**config.mk**
```make
export PLATFORM = sky130hd
export DESIGN_NAME = fetch_top
export DESIGN_NICKNAME = d
export VERILOG_FILES = /design/src/common/ifetch_pkg.sv /design/src/verilog/fetch_top.sv /design/src/fetch/fetch_data.sv /design/src/fetch/fetch_addr.sv /design/src/fetch/fetch_ctrl.sv
export VERILOG_INCLUDE_DIRS = /design/src /design/src/common
export SDC_FILE = /design/constraint.sdc
export NUM_CORES = 1
export LEC_CHECK = 0
export BUFFER_PORTS_ARGS = -buffer_cell sky130_fd_sc_hd__buf_4
export CAP_MARGIN = 20
export CELL_PAD_IN_SITES_DETAIL_PLACEMENT = 1
export CELL_PAD_IN_SITES_GLOBAL_PLACEMENT = 1
export CORE_ASPECT_RATIO = 0.9
export CORE_UTILIZATION = 37
export CTS_CLUSTER_DIAMETER = 120
export DETAILED_ROUTE_END_ITERATION = 12
export HOLD_SLACK_MARGIN = 0.1
export MAX_ROUTING_LAYER = met4
export PLACE_DENSITY = 0.76
export SLEW_MARGIN = 25
export SYNTH_ARGS = -nofsm -noshare
export SYNTH_HDL_FRONTEND = slang
export SYNTH_HIERARCHICAL = 1
export SYNTH_SLANG_ARGS = --single-unit
```
**constraint.sdc**
```tcl
create_clock -name clk -period 1.8 [get_ports clk]
set_input_delay 0.27 -clock clk [delete_from_list [all_inputs] [get_ports clk]]
set_output_delay 0.27 -clock clk [all_outputs]
set_load 0.05 [all_outputs]
```
**src/common/ifetch_consts.svh**
```systemverilog
/*
 * Shared constants for the instruction fetch front end.
 * Include this where widths, the start address or the NOP word are needed.
 */

`ifndef IFETCH_CONSTS_SVH
`define IFETCH_CONSTS_SVH

// Address loaded by reset_n and by sys_reset
`define IFETCH_START_ADDR 32'h0000_0100

// addi x0, x0, 0
`define IFETCH_NOP 32'h0000_0013

// Redirect tag width, wraps modulo 8
`define IFETCH_TAG_W 3

// Instruction address and PC width
`define IFETCH_ADDR_W 32

`endif
```
**src/common/ifetch_pkg.sv**
```systemverilog
/*
 * Types shared by the fetch control, address and data modules.
 * Import with a wildcard in the module header.
 */

`include "ifetch_consts.svh"

package ifetch_pkg;

    //////////////////////////////////////////////////////////////////////
    // Redirect selection
    //////////////////////////////////////////////////////////////////////

    // Kind of redirect chosen this cycle, MRET wins over TRAP over JUMP
    typedef enum logic [1:0] {
        NONE = 2'd0,
        JUMP = 2'd1,
        TRAP = 2'd2,
        MRET = 2'd3
    } redirect_kind_e;

    // Chosen redirect, target not yet aligned
    typedef struct packed {
        redirect_kind_e            kind;
        logic [`IFETCH_ADDR_W-1:0] target;
    } redirect_t;

    //////////////////////////////////////////////////////////////////////
    // Fetch stage output
    //////////////////////////////////////////////////////////////////////

    // Instruction to decode, with its PC and redirect tag
    typedef struct packed {
        logic [31:0]               instr;
        logic [`IFETCH_ADDR_W-1:0] pc;
        logic [`IFETCH_TAG_W-1:0]  tag;
    } fetch_out_t;

endpackage

```
**src/verilog/fetch_top.sv**
```systemverilog
/*
 * Fetch front end top level. Joins the redirect control, the address
 * register and the output stage. Memory answers one clock after the address.
 */

`timescale 1ns/1ps

`include "ifetch_consts.svh"

module fetch_top
    import ifetch_pkg::*;
(
    input  logic                      clk,
    input  logic                      reset_n,
    input  logic                      sys_reset_i,
    input  logic                      enable_i,
    input  logic                      jump_i,
    input  logic [`IFETCH_ADDR_W-1:0] jump_target_i,
    input  logic [`IFETCH_ADDR_W-1:0] mtvec_i,
    input  logic [`IFETCH_ADDR_W-1:0] mepc_i,
    input  logic                      exception_i,
    input  logic                      interrupt_ack_i,
    input  logic                      mret_i,
    input  logic [31:0]               instr_data_i,
    output logic [`IFETCH_ADDR_W-1:0] instr_addr_o,
    output logic                      jumping_o,
    output fetch_out_t                fetch_o
);

    // Control to datapath
    redirect_t                redirect;
    logic                     jumped_r2;
    logic [`IFETCH_TAG_W-1:0] tag;

    fetch_ctrl i_fetch_ctrl (
        .clk             (clk),
        .reset_n         (reset_n),
        .sys_reset_i     (sys_reset_i),
        .enable_i        (enable_i),
        .jump_i          (jump_i),
        .jump_target_i   (jump_target_i),
        .mtvec_i         (mtvec_i),
        .mepc_i          (mepc_i),
        .exception_i     (exception_i),
        .interrupt_ack_i (interrupt_ack_i),
        .mret_i          (mret_i),
        .redirect_o      (redirect),
        .jumping_o       (jumping_o),
        .jumped_r2_o     (jumped_r2),
        .tag_o           (tag)
    );

    fetch_addr i_fetch_addr (
        .clk          (clk),
        .reset_n      (reset_n),
        .sys_reset_i  (sys_reset_i),
        .enable_i     (enable_i),
        .redirect_i   (redirect),
        .instr_addr_o (instr_addr_o)
    );

    fetch_data i_fetch_data (
        .clk          (clk),
        .reset_n      (reset_n),
        .sys_reset_i  (sys_reset_i),
        .enable_i     (enable_i),
        .redirect_i   (redirect),
        .jumped_r2_i  (jumped_r2),
        .tag_i        (tag),
        .instr_data_i (instr_data_i),
        .fetch_o      (fetch_o)
    );

endmodule

```
**src/fetch/fetch_data.sv**
```systemverilog
/*
 * Fetch output stage. Holds the memory word across a stall and registers
 * the instruction, its PC and its tag for decode.
 */

`timescale 1ns/1ps

`include "ifetch_consts.svh"

module fetch_data
    import ifetch_pkg::*;
(
    input  logic                     clk,
    input  logic                     reset_n,
    input  logic                     sys_reset_i,
    input  logic                     enable_i,
    input  redirect_t                redirect_i,
    input  logic                     jumped_r2_i,
    input  logic [`IFETCH_TAG_W-1:0] tag_i,
    input  logic [31:0]              instr_data_i,
    output fetch_out_t               fetch_o
);

    logic                      enable_r;
    logic [31:0]               instr_held;
    logic [31:0]               instr_fetched;
    logic [`IFETCH_ADDR_W-1:0] target_q;
    logic [`IFETCH_ADDR_W-1:0] pc_next;
    fetch_out_t                fetch_next;

    //////////////////////////////////////////////////////////////////////
    // Stall hold
    //////////////////////////////////////////////////////////////////////

    // Enable seen on the last edge
    always_ff @(posedge clk or negedge reset_n) begin
        if (!reset_n) begin
            enable_r <= 1'b0;
        end else begin
            enable_r <= enable_i;
        end
    end

    // First stalled cycle still carries a live word, keep it
    always_ff @(posedge clk or negedge reset_n) begin
        if (!reset_n) begin
            instr_held <= `IFETCH_NOP;
        end else if (!enable_i && enable_r) begin
            instr_held <= instr_data_i;
        end
    end

    // Right after a stall the memory bus is one word ahead
    assign instr_fetched = enable_r ? instr_data_i : instr_held;

    //////////////////////////////////////////////////////////////////////
    // PC tracking
    //////////////////////////////////////////////////////////////////////

    // Redirect target, word aligned like the fetch address
    always_ff @(posedge clk or negedge reset_n) begin
        if (!reset_n) begin
            target_q <= `IFETCH_START_ADDR;
        end else if (sys_reset_i) begin
            target_q <= `IFETCH_START_ADDR;
        end else if (redirect_i.kind != NONE) begin
            target_q <= {redirect_i.target[`IFETCH_ADDR_W-1:2], 2'b00};
        end
    end

    // Target slot reaches the output, else sequential
    assign pc_next = jumped_r2_i ? target_q : (fetch_o.pc + `IFETCH_ADDR_W'(4));

    //////////////////////////////////////////////////////////////////////
    // Output register
    //////////////////////////////////////////////////////////////////////

    always_comb begin
        fetch_next.instr = instr_fetched;
        fetch_next.pc    = pc_next;
        fetch_next.tag   = tag_i;
    end

    // Moves only on enabled edges
    always_ff @(posedge clk or negedge reset_n) begin
        if (!reset_n) begin
            fetch_o.instr <= `IFETCH_NOP;
            fetch_o.pc    <= '0;
            fetch_o.tag   <= '1;
        end else if (enable_i) begin
            fetch_o <= fetch_next;
        end
    end

    // Redirect and sequential paths both keep word alignment
    a_pc_aligned: assert property (
        @(posedge clk) disable iff (!reset_n)
        fetch_o.pc[1:0] == 2'b00
    );

endmodule

```
**src/fetch/fetch_addr.sv**
```systemverilog
/*
 * Instruction address register. Loads a redirect target, advances by
 * four while enabled, and holds otherwise.
 */

`timescale 1ns/1ps

`include "ifetch_consts.svh"

module fetch_addr
    import ifetch_pkg::*;
(
    input  logic                      clk,
    input  logic                      reset_n,
    input  logic                      sys_reset_i,
    input  logic                      enable_i,
    input  redirect_t                 redirect_i,
    output logic [`IFETCH_ADDR_W-1:0] instr_addr_o
);

    logic [`IFETCH_ADDR_W-1:0] addr_plus4;
    logic [`IFETCH_ADDR_W-1:0] addr_next;

    assign addr_plus4 = instr_addr_o + `IFETCH_ADDR_W'(4);

    //////////////////////////////////////////////////////////////////////
    // Next address
    //////////////////////////////////////////////////////////////////////

    always_comb begin
        if (redirect_i.kind != NONE) begin
            // Redirect wins even when stalled
            addr_next = {redirect_i.target[`IFETCH_ADDR_W-1:2], 2'b00};
        end else if (enable_i) begin
            addr_next = addr_plus4;
        end else begin
            // Stall, keep presenting the same word
            addr_next = instr_addr_o;
        end
    end

    always_ff @(posedge clk or negedge reset_n) begin
        if (!reset_n) begin
            instr_addr_o <= `IFETCH_START_ADDR;
        end else if (sys_reset_i) begin
            instr_addr_o <= `IFETCH_START_ADDR;
        end else begin
            instr_addr_o <= addr_next;
        end
    end

    // Memory only sees word fetches
    a_addr_aligned: assert property (
        @(posedge clk) disable iff (!reset_n)
        instr_addr_o[1:0] == 2'b00
    );

endmodule

```
**src/fetch/fetch_ctrl.sv**
```systemverilog
/*
 * Fetch control: picks the redirect by priority, marks stale fetch slots
 * with the jumping flag and counts redirects into a tag.
 */

`timescale 1ns/1ps

`include "ifetch_consts.svh"

module fetch_ctrl
    import ifetch_pkg::*;
(
    input  logic                      clk,
    input  logic                      reset_n,
    input  logic                      sys_reset_i,
    input  logic                      enable_i,
    input  logic                      jump_i,
    input  logic [`IFETCH_ADDR_W-1:0] jump_target_i,
    input  logic [`IFETCH_ADDR_W-1:0] mtvec_i,
    input  logic [`IFETCH_ADDR_W-1:0] mepc_i,
    input  logic                      exception_i,
    input  logic                      interrupt_ack_i,
    input  logic                      mret_i,
    output redirect_t                 redirect_o,
    output logic                      jumping_o,
    output logic                      jumped_r2_o,
    output logic [`IFETCH_TAG_W-1:0]  tag_o
);

    //////////////////////////////////////////////////////////////////////
    // Redirect priority
    //////////////////////////////////////////////////////////////////////

    logic                     jumped;
    logic                     jumped_r;
    logic [`IFETCH_TAG_W-1:0] tag_cnt;

    always_comb begin
        // Machine return first
        if (mret_i) begin
            redirect_o.kind   = MRET;
            redirect_o.target = mepc_i;
        end else if (exception_i || interrupt_ack_i) begin
            // Trap entry, exception and interrupt share mtvec
            redirect_o.kind   = TRAP;
            redirect_o.target = mtvec_i;
        end else if (jump_i) begin
            redirect_o.kind   = JUMP;
            redirect_o.target = jump_target_i;
        end else begin
            redirect_o.kind   = NONE;
            redirect_o.target = jump_target_i;
        end
    end

    assign jumped = (redirect_o.kind != NONE);

    //////////////////////////////////////////////////////////////////////
    // Stale slot tracking
    //////////////////////////////////////////////////////////////////////

    // Redirect seen, cleared by the next enabled edge
    // Restart counts as a redirect here, without a tag step
    always_ff @(posedge clk or negedge reset_n) begin
        if (!reset_n) begin
            jumped_r <= 1'b1;
        end else if (jumped || sys_reset_i) begin
            jumped_r <= 1'b1;
        end else if (enable_i) begin
            jumped_r <= 1'b0;
        end
    end

    // Second stage, lines up with the data of the redirect target
    always_ff @(posedge clk or negedge reset_n) begin
        if (!reset_n) begin
            jumped_r2_o <= 1'b1;
        end else if (enable_i) begin
            jumped_r2_o <= jumped_r;
        end
    end

    // High over the two slots already in flight
    always_ff @(posedge clk or negedge reset_n) begin
        if (!reset_n) begin
            jumping_o <= 1'b1;
        end else if (jumped || jumped_r || sys_reset_i) begin
            jumping_o <= 1'b1;
        end else if (enable_i) begin
            jumping_o <= 1'b0;
        end
    end

    //////////////////////////////////////////////////////////////////////
    // Tag counter
    //////////////////////////////////////////////////////////////////////

    // One step per redirect, free to wrap
    always_ff @(posedge clk or negedge reset_n) begin
        if (!reset_n) begin
            tag_cnt <= '0;
        end else if (jumped) begin
            tag_cnt <= tag_cnt + `IFETCH_TAG_W'(1);
        end
    end

    // First delay stage, the data stage adds the second
    always_ff @(posedge clk or negedge reset_n) begin
        if (!reset_n) begin
            tag_o <= '1;
        end else if (enable_i) begin
            tag_o <= tag_cnt;
        end
    end

    // A redirect keeps the flag up over both slots already in flight
    a_jump_flag: assert property (
        @(posedge clk) disable iff (!reset_n)
        ($past(jumped) || $past(jumped, 2)) |-> jumping_o
    );

endmodule

```
==> flow_metrics.py, run 1 <==
metrics = {
    "routing": {
        "route.detailed.drc": 0,
        "viasPerCell": 5.487,
        "firstDrtPassIters": 5,
        "avgRoutedWirePerCell_um": 19.63,
        "vias": 8581,
        "antenna_left": 0,
        "postRouteWirelength_mm": 30.69,
        "drt-initial-drc-count": 422,
    },
    "place": {
        "dp.cells": 1489,
        "port_buffers": 225,
        "place_congestion": 0.8518,
        "dpl.hpwl_mm": 21.57,
        "dpl_cell_area_mm2": 0.01174,
    },
    "power": {
        "sw_frac_of_total_pct": 36.00,
        "p_int_mw": 7.487,
        "total_power_mw": 11.70,
        "vdd_ir_drop_max_v": 0.0005751,
        "p_switching_mw": 4.212,
        "power_density_mw_per_mm2": 913.3,
        "clkPwrFrac_pct": 31.3,
        "comb_power_share_pct": 27.8,
        "p_leak_nw": 5.502,
        "pwr-share-seq_pct": 40.8,
    },
    "global_route": {
        "antenna_found_initial": 1,
        "grt_pass1_vias": 8617,
        "grt-ovfl-total": 0,
        "grt_usage_pct": 24.97,
        "grt_max_degree": 61,
        "grt_pass1_wl_mm": 48.05,
    },
    "worst_setup_path": {
        "crit_chain": "nand3_4 > nor3_4 > buf_12 > nand4_1 > xor2_1 > a211oi_2",
        "cp_max_fo": 10,
        "cpMaxStageDelayCell": "dfstp_4",
        "endpoint_kind": "flip-flop",
        "cp.required_ns": 2.14,
        "cp.arrival_ns": 2.12,
        "path_class": "flip-flop to flip-flop",
        "startpoint_type": "flip-flop",
        "slowest_delay_ns": 0.63,
    },
    "finish": {
        "area_growth_pct": 40.07,
        "instances_no_fill": 1564,
        "final_area_mm2": 0.01281,
        "drive_gt1_share_pct": 38.25,
        "num-fill-cells": 2691,
        "fin_nets": 1381,
        "seq_area_mm2": 0.004253,
        "multi_input_area_mm2": 0.004730,
    },
    "floorplanning": {
        "ioPinCount": 236,
        "die_x_um": 167.7,
        "fp.dieArea_mm2": 0.02535,
        "fp.coreArea_mm2": 0.02426,
        "die_h_um": 151.2,
        "start_util_pct": 37.71,
        "rows": 54,
    },
    "run": {
        "drv.max_cap_violation_count": 0,
    },
    "timing": {
        "hold_viol_final": 0,
        "period_minus_slack_ns": 1.778,
        "finalSetupViolCount": 0,
        "timing.hold.ws_ns": 0.1324,
        "drv_slew": 0,
        "grt_setup_unrepaired": "yes",
        "finalCritPeriodShare_pct": 98.75,
        "finClkSkew_ns": 0.01328,
        "max_slew.worst_pin.slew_ns": 0.5311,
        "fmax_mhz": 562.6,
        "tns_ns": 0,
        "slew_headroom_pct": 64.26,
    },
    "logic_synthesis": {
        "syn_inst": 956,
        "avgSynthCellArea_um2": 9.567,
        "ys_warn_count": 6,
        "synth_area_mm2": 0.009146,
    },
    "clock_network": {
        "cts_buffers": 17,
        "htreeDepth": 4,
        "cts.sinks": 167,
        "cts.path.max_buffers": 2,
        "cts-root-buf": "clkbuf_16",
        "insertion_delay_ns": 0.44,
        "clkTransAtPathRegs_ns": 0.07,
        "cts_tree": "built",
    },
    "status": {
        "status": "finished, final reports clean",
    },
    "min_path": {
        "hp-class": "primary input to flip-flop",
    },
}
final timing paths:
check                                        startpoint                             to  depth (start not counted)  slack [ns]
hold / removal                                   jump_i          i_fetch_ctrl/jumped_r                          3        0.13
setup reg to reg           i_fetch_addr/instr_addr_o[8]  i_fetch_addr/instr_addr_o[16]                          6        0.02
min in group asynchronous                       reset_n       i_fetch_data/fetch_o[59]                          2        0.26
hold reg to reg               i_fetch_data/target_q[11]      i_fetch_data/target_q[11]                          2        0.48
setup / recovery           i_fetch_addr/instr_addr_o[8]  i_fetch_addr/instr_addr_o[16]                          6        0.02
max in group asynchronous                       reset_n   i_fetch_addr/instr_addr_o[8]                          3        0.88
critical path, delay by kind of cell (launching register included):
family,cells,cell delay [ns]
AND/OR/NAND/NOR,3,0.46
XOR/XNOR,1,0.19
AO/OA/AOI/OAI,1,0.24
buffers and inverters,1,0.16
flip-flops,1,0.63
routing by layer:
| metal | vias up | track usage (%) | wire length [µm] |
|---|---|---|---|
| li1 | 4021 | - | - |
| met1 | 4275 | 33.52 | 14070 |
| met2 | 251 | 38.88 | 14730 |
| met3 | 34 | 4.808 | 1463 |
| met4 | 0 | 6.284 | 435 |
| met5 | - | - | 0 |
placed cells by master, fill, tap and decap left out, types with 6 or more instances in the layout:
master / instances
a211oi_1: 24
a211oi_2: 7
a21oi_1: 56
a22o_1: 10
a31oi_1: 32
and3_1: 10
buf_12: 13
buf_4: 294
clkbuf_16: 17
dfrtp_1: 111
dfrtp_2: 39
dfstp_2: 16
dlygate4sd3_1: 33
inv_1: 8
inv_8: 6
mux2_2: 39
mux2i_1: 37
nand2_1: 60
nand2b_1: 32
nand3_1: 28
nand4_1: 24
nor2_1: 88
nor2b_1: 37
o21ai_0: 74
o22ai_1: 6
or3_1: 6
or3b_1: 26
xnor2_1: 12
xor2_1: 19
final cells by class:
type	count	share of cell area, %
sequential	167	33.20
inverter	8	0.2344
clock inverter	15	1.289
antenna	1	0.01953
tap	308	3.008
multi-input combinational	706	36.92
timing repair buffer	342	22.01
clock buffer	17	3.321
flip-flops by register name (all words and copies together), names as in the netlist:
name,cells
i_fetch_ctrl/jumping_o,1
i_fetch_addr/instr_addr_o,30
i_fetch_ctrl/tag_o,3
i_fetch_data/target_q,30
i_fetch_ctrl/jumped_r,1
i_fetch_data/enable_r,1
i_fetch_ctrl/tag_cnt,3
i_fetch_data/fetch_o,65
i_fetch_ctrl/jumped_r2_o,1
i_fetch_data/instr_held,32
power by group through the flow:
stage / clock network, mW / logic (mW) / registers, mW
after global placement: 0 / 3.06 / 4.79
after floorplan: 0 / 1.00 / 5.65
final: 3.67 / 3.26 / 4.78
after global routing: 3.91 / 3.47 / 4.85
after CTS: 3.75 / 3.21 / 4.77
after detailed placement: 0 / 3.13 / 4.83
stage by stage:
step                util (%)  worst slack [ns]
finish                 52.82           0.02250
CTS                    52.20          0.008445
global route           52.82          -0.07131
global placement       48.38          -0.01051
detailed placement     48.38          -0.07680
floorplan                  -          -0.04756
repair_timing:
item | in CTS | in global routing
endpoints found under the hold margin | 182 | 0
pin swaps | 1 | 1
gates cloned | 0 | 0
resized for setup | 1 | 15
hold buffers | 33 | 0
setup endpoints to repair | 2 | 23
setup buffers | 0 | 9
(Power assumes the default switching activity.)
==> run 2, diff against run 1 <==
--- a/config.mk
+++ b/config.mk
@@ -11,12 +11,12 @@
 export CELL_PAD_IN_SITES_DETAIL_PLACEMENT = 1
 export CELL_PAD_IN_SITES_GLOBAL_PLACEMENT = 1
 export CORE_ASPECT_RATIO = 0.9
-export CORE_UTILIZATION = 37
+export CORE_UTILIZATION = 40
 export CTS_CLUSTER_DIAMETER = 120
 export DETAILED_ROUTE_END_ITERATION = 12
 export HOLD_SLACK_MARGIN = 0.1
 export MAX_ROUTING_LAYER = met4
-export PLACE_DENSITY = 0.76
+export PLACE_DENSITY = 0.78
 export SLEW_MARGIN = 25
 export SYNTH_ARGS = -nofsm -noshare
 export SYNTH_HDL_FRONTEND = slang
==> constraint.sdc (replaced) <==
create_clock -name clk -period 1.7 [get_ports clk]
set_input_delay 0.255 -clock clk [delete_from_list [all_inputs] [get_ports clk]]
set_output_delay 0.255 -clock clk [all_outputs]
set_load 0.05 [all_outputs]
==> run 2 against run 1 <==
Sequential share of layout area down 0.86 points. The flow now finishes with violations (setup timing). Critical endpoint is now i_fetch_addr/instr_addr_o[12]. Global-route usage up 2.7 points. Wire length up 4.0%. Critical path type unchanged.
==> flow_metrics.py, run 2 (synthesis gave the netlist of run 1 again) <==
metrics = {
    "power": {
        "p_int_mw": 8.150,
        "total_power_mw": 12.70,
        "power_density_mw_per_mm2": 963.9,
        "p_switching_mw": 4.549,
        "comb_power_share_pct": 28.2,
        "p_leak_nw": 5.696,
        "clkPwrFrac_pct": 32.1,
        "sw_frac_of_total_pct": 35.82,
        "pwr-share-seq_pct": 39.7,
        "vdd_ir_drop_max_v": 0.0006424,
    },
    "routing": {
        "viasPerCell": 5.515,
        "wl_met1_mm": 14.35,
        "drt-initial-drc-count": 421,
        "route.detailed.drc": 0,
        "firstDrtPassIters": 5,
        "vias": 8681,
        "wl_met2_mm": 15.18,
        "antenna_left": 0,
        "maxUsedRoutingLayer": "met4",
        "wl_met3_mm": 1.621,
        "avgRoutedWirePerCell_um": 20.27,
        "postRouteWirelength_mm": 31.91,
    },
    "global_route": {
        "grt_usage_pct": 27.71,
        "grt-ovfl-total": 0,
        "grt_pass1_vias": 9057,
        "antenna_found_initial": 0,
        "grt_pass1_wl_mm": 49.62,
        "grt_max_degree": 63,
    },
    "worst_setup_path": {
        "startpoint_type": "flip-flop",
        "cp_max_fo": 5,
        "reg2reg_slack_ns": -0.14,
        "endpoint_kind": "flip-flop",
        "cp.required_ns": 2.04,
        "slowest_delay_ns": 0.64,
        "reg2reg_depth": 6,
        "cpMaxStageDelayCell": "dfstp_4",
        "path_class": "flip-flop to flip-flop",
        "cp.arrival_ns": 2.18,
        "timing.rr.start": "i_fetch_addr/instr_addr_o[8]",
        "reg2reg_to": "i_fetch_addr/instr_addr_o[12]",
        "crit_chain": "nand3_4 > nor3_4 > clkbuf_16 > and3_4 > xnor2_2 > a211oi_2",
    },
    "clock_network": {
        "insertion_delay_ns": 0.44,
        "clkTransAtPathRegs_ns": 0.08,
        "cts_tree": "built",
        "cts.path.max_buffers": 2,
        "cts_buffers": 17,
        "cts.sinks": 167,
        "cts-root-buf": "clkbuf_16",
        "htreeDepth": 4,
    },
    "min_path": {
        "hold_depth": 3,
        "worstHoldEndpoint": "i_fetch_ctrl/jumped_r",
        "min_from": "jump_i",
        "hp-class": "primary input to flip-flop",
    },
    "finish": {
        "largest_register_ffs": 65,
        "fin_nets": 1403,
        "drive_gt1_share_pct": 41.43,
        "layout_common_cells": "311 x buf_4, 105 x dfrtp_1, 87 x nor2_1",
        "final_area_mm2": 0.01318,
        "largest-register": "i_fetch_data/fetch_o",
        "layout_commonest_cell": "buf_4",
        "area_growth_pct": 44.05,
        "reg_top3": "i_fetch_data/fetch_o: 65 flops, i_fetch_data/instr_held: 32 flops",
        "diodes": 0,
    },
    "timing": {
        "period_minus_slack_ns": 1.838,
        "post-route-worst-setup-slack_ns": -0.1383,
        "tns_ns": -1.165,
        "hold_viol_final": 0,
        "finalCritPeriodShare_pct": 108.1,
        "fmax_mhz": 544.0,
        "finClkSkew_ns": 0.01022,
        "drv_slew": 0,
        "finalSetupViolCount": 15,
        "max_slew.worst_pin.slew_ns": 0.5574,
        "slew_headroom_pct": 62.80,
        "grt_setup_unrepaired": "yes",
    },
    "floorplanning": {
        "die_h_um": 145.5,
        "start_util_pct": 40.75,
        "fp.dieArea_mm2": 0.02348,
        "fp.coreArea_mm2": 0.02245,
        "ioPinCount": 236,
        "die_x_um": 161.4,
        "rows": 52,
    },
    "place": {
        "dpl_cell_area_mm2": 0.01189,
        "place_congestion": 0.8473,
        "port_buffers": 225,
        "dpl.hpwl_mm": 21.74,
    },
    "run": {
        "drv.max_cap_violation_count": 0,
    },
    "status": {
        "status": "finished with violations",
        "violations": "setup timing",
    },
}
==> run 2: cell types whose count changed in the layout (fill, tap and decap cells not counted), moves of 5 or more <==
cell     previous run  this run
buf_6               2         7
buf_4             294       311
dfrtp_2            39        45
dfrtp_1           111       105
==> run 2: worst max-delay path, delay by kind of cell, from the launching register on <==
kind,cells,cell delay (ns)
AOI/OAI and AO/OA,1,0.18
and+or+nand+nor,3,0.62
buffers and inverters,1,0.22
xor gates and xnor gates,1,0.08
DFF,1,0.64
==> run 2: metal layers <==
metal | vias to the layer above | global-route usage (%)
met3 | 56 | 5.557
li1 | 4044 | -
met5 | - | -
met2 | 262 | 42.52
met1 | 4319 | 36.73
met4 | 0 | 8.868
==> run 2: through the flow <==
stage	util [%]	setup WS [ns]	hold slack (ns)	cells
detailed placement	52.97	-0.1156	0.1711	1497
global route	58.70	-0.2001	0.1172	1574
floorplan	-	-0.1475	-0.04059	958
global placement	52.97	-0.07394	0.1735	1497
finish	58.70	-0.1383	0.1191	1574
CTS	57.58	-0.1164	0.1021	1565
==> run 2: cell type report <==
type / count / area [µm²]
fill: 2484 / 9271
multi-input combinational: 706 / 4886
sequential: 167 / 4260
timing repair buffer: 364 / 3004
clock buffer: 17 / 425.4
tap: 297 / 371.6
clock inverter: 15 / 197.7
inverter: 8 / 30.03
==> run 2: power by group through the flow <==
stage	Sequential (mW)	Combinational (mW)	Clock (mW)
finish	5.04	3.58	4.08
global route	5.10	3.79	4.29
CTS	5.03	3.51	4.16
detailed placement	5.10	3.40	0
global placement	5.06	3.31	0
floorplan	5.99	1.07	0
==> run 2: worst max path at each step <==
stage	cells past startpoint	start	slack, ns	endpoint
floorplan	5	i_fetch_addr/instr_addr_o[4]	-0.15	i_fetch_addr/instr_addr_o[30]
global placement	7	interrupt_ack_i	-0.07	i_fetch_addr/instr_addr_o[14]
detailed placement	5	i_fetch_addr/instr_addr_o[8]	-0.12	i_fetch_addr/instr_addr_o[30]
CTS	5	i_fetch_addr/instr_addr_o[8]	-0.12	i_fetch_addr/instr_addr_o[30]
global route	6	i_fetch_addr/instr_addr_o[8]	-0.20	i_fetch_addr/instr_addr_o[12]
finish	6	i_fetch_addr/instr_addr_o[8]	-0.14	i_fetch_addr/instr_addr_o[12]
==> run 2: repair_timing <==
item                                    in CTS  in global routing
resized for setup                           13                 34
pin swaps                                    2                 14
buffers inserted                             3                  9
gates cloned                                 0                  1
hold endpoints to repair                   126                  0
hold buffers                                33                  0
endpoints found under the setup margin      10                 32
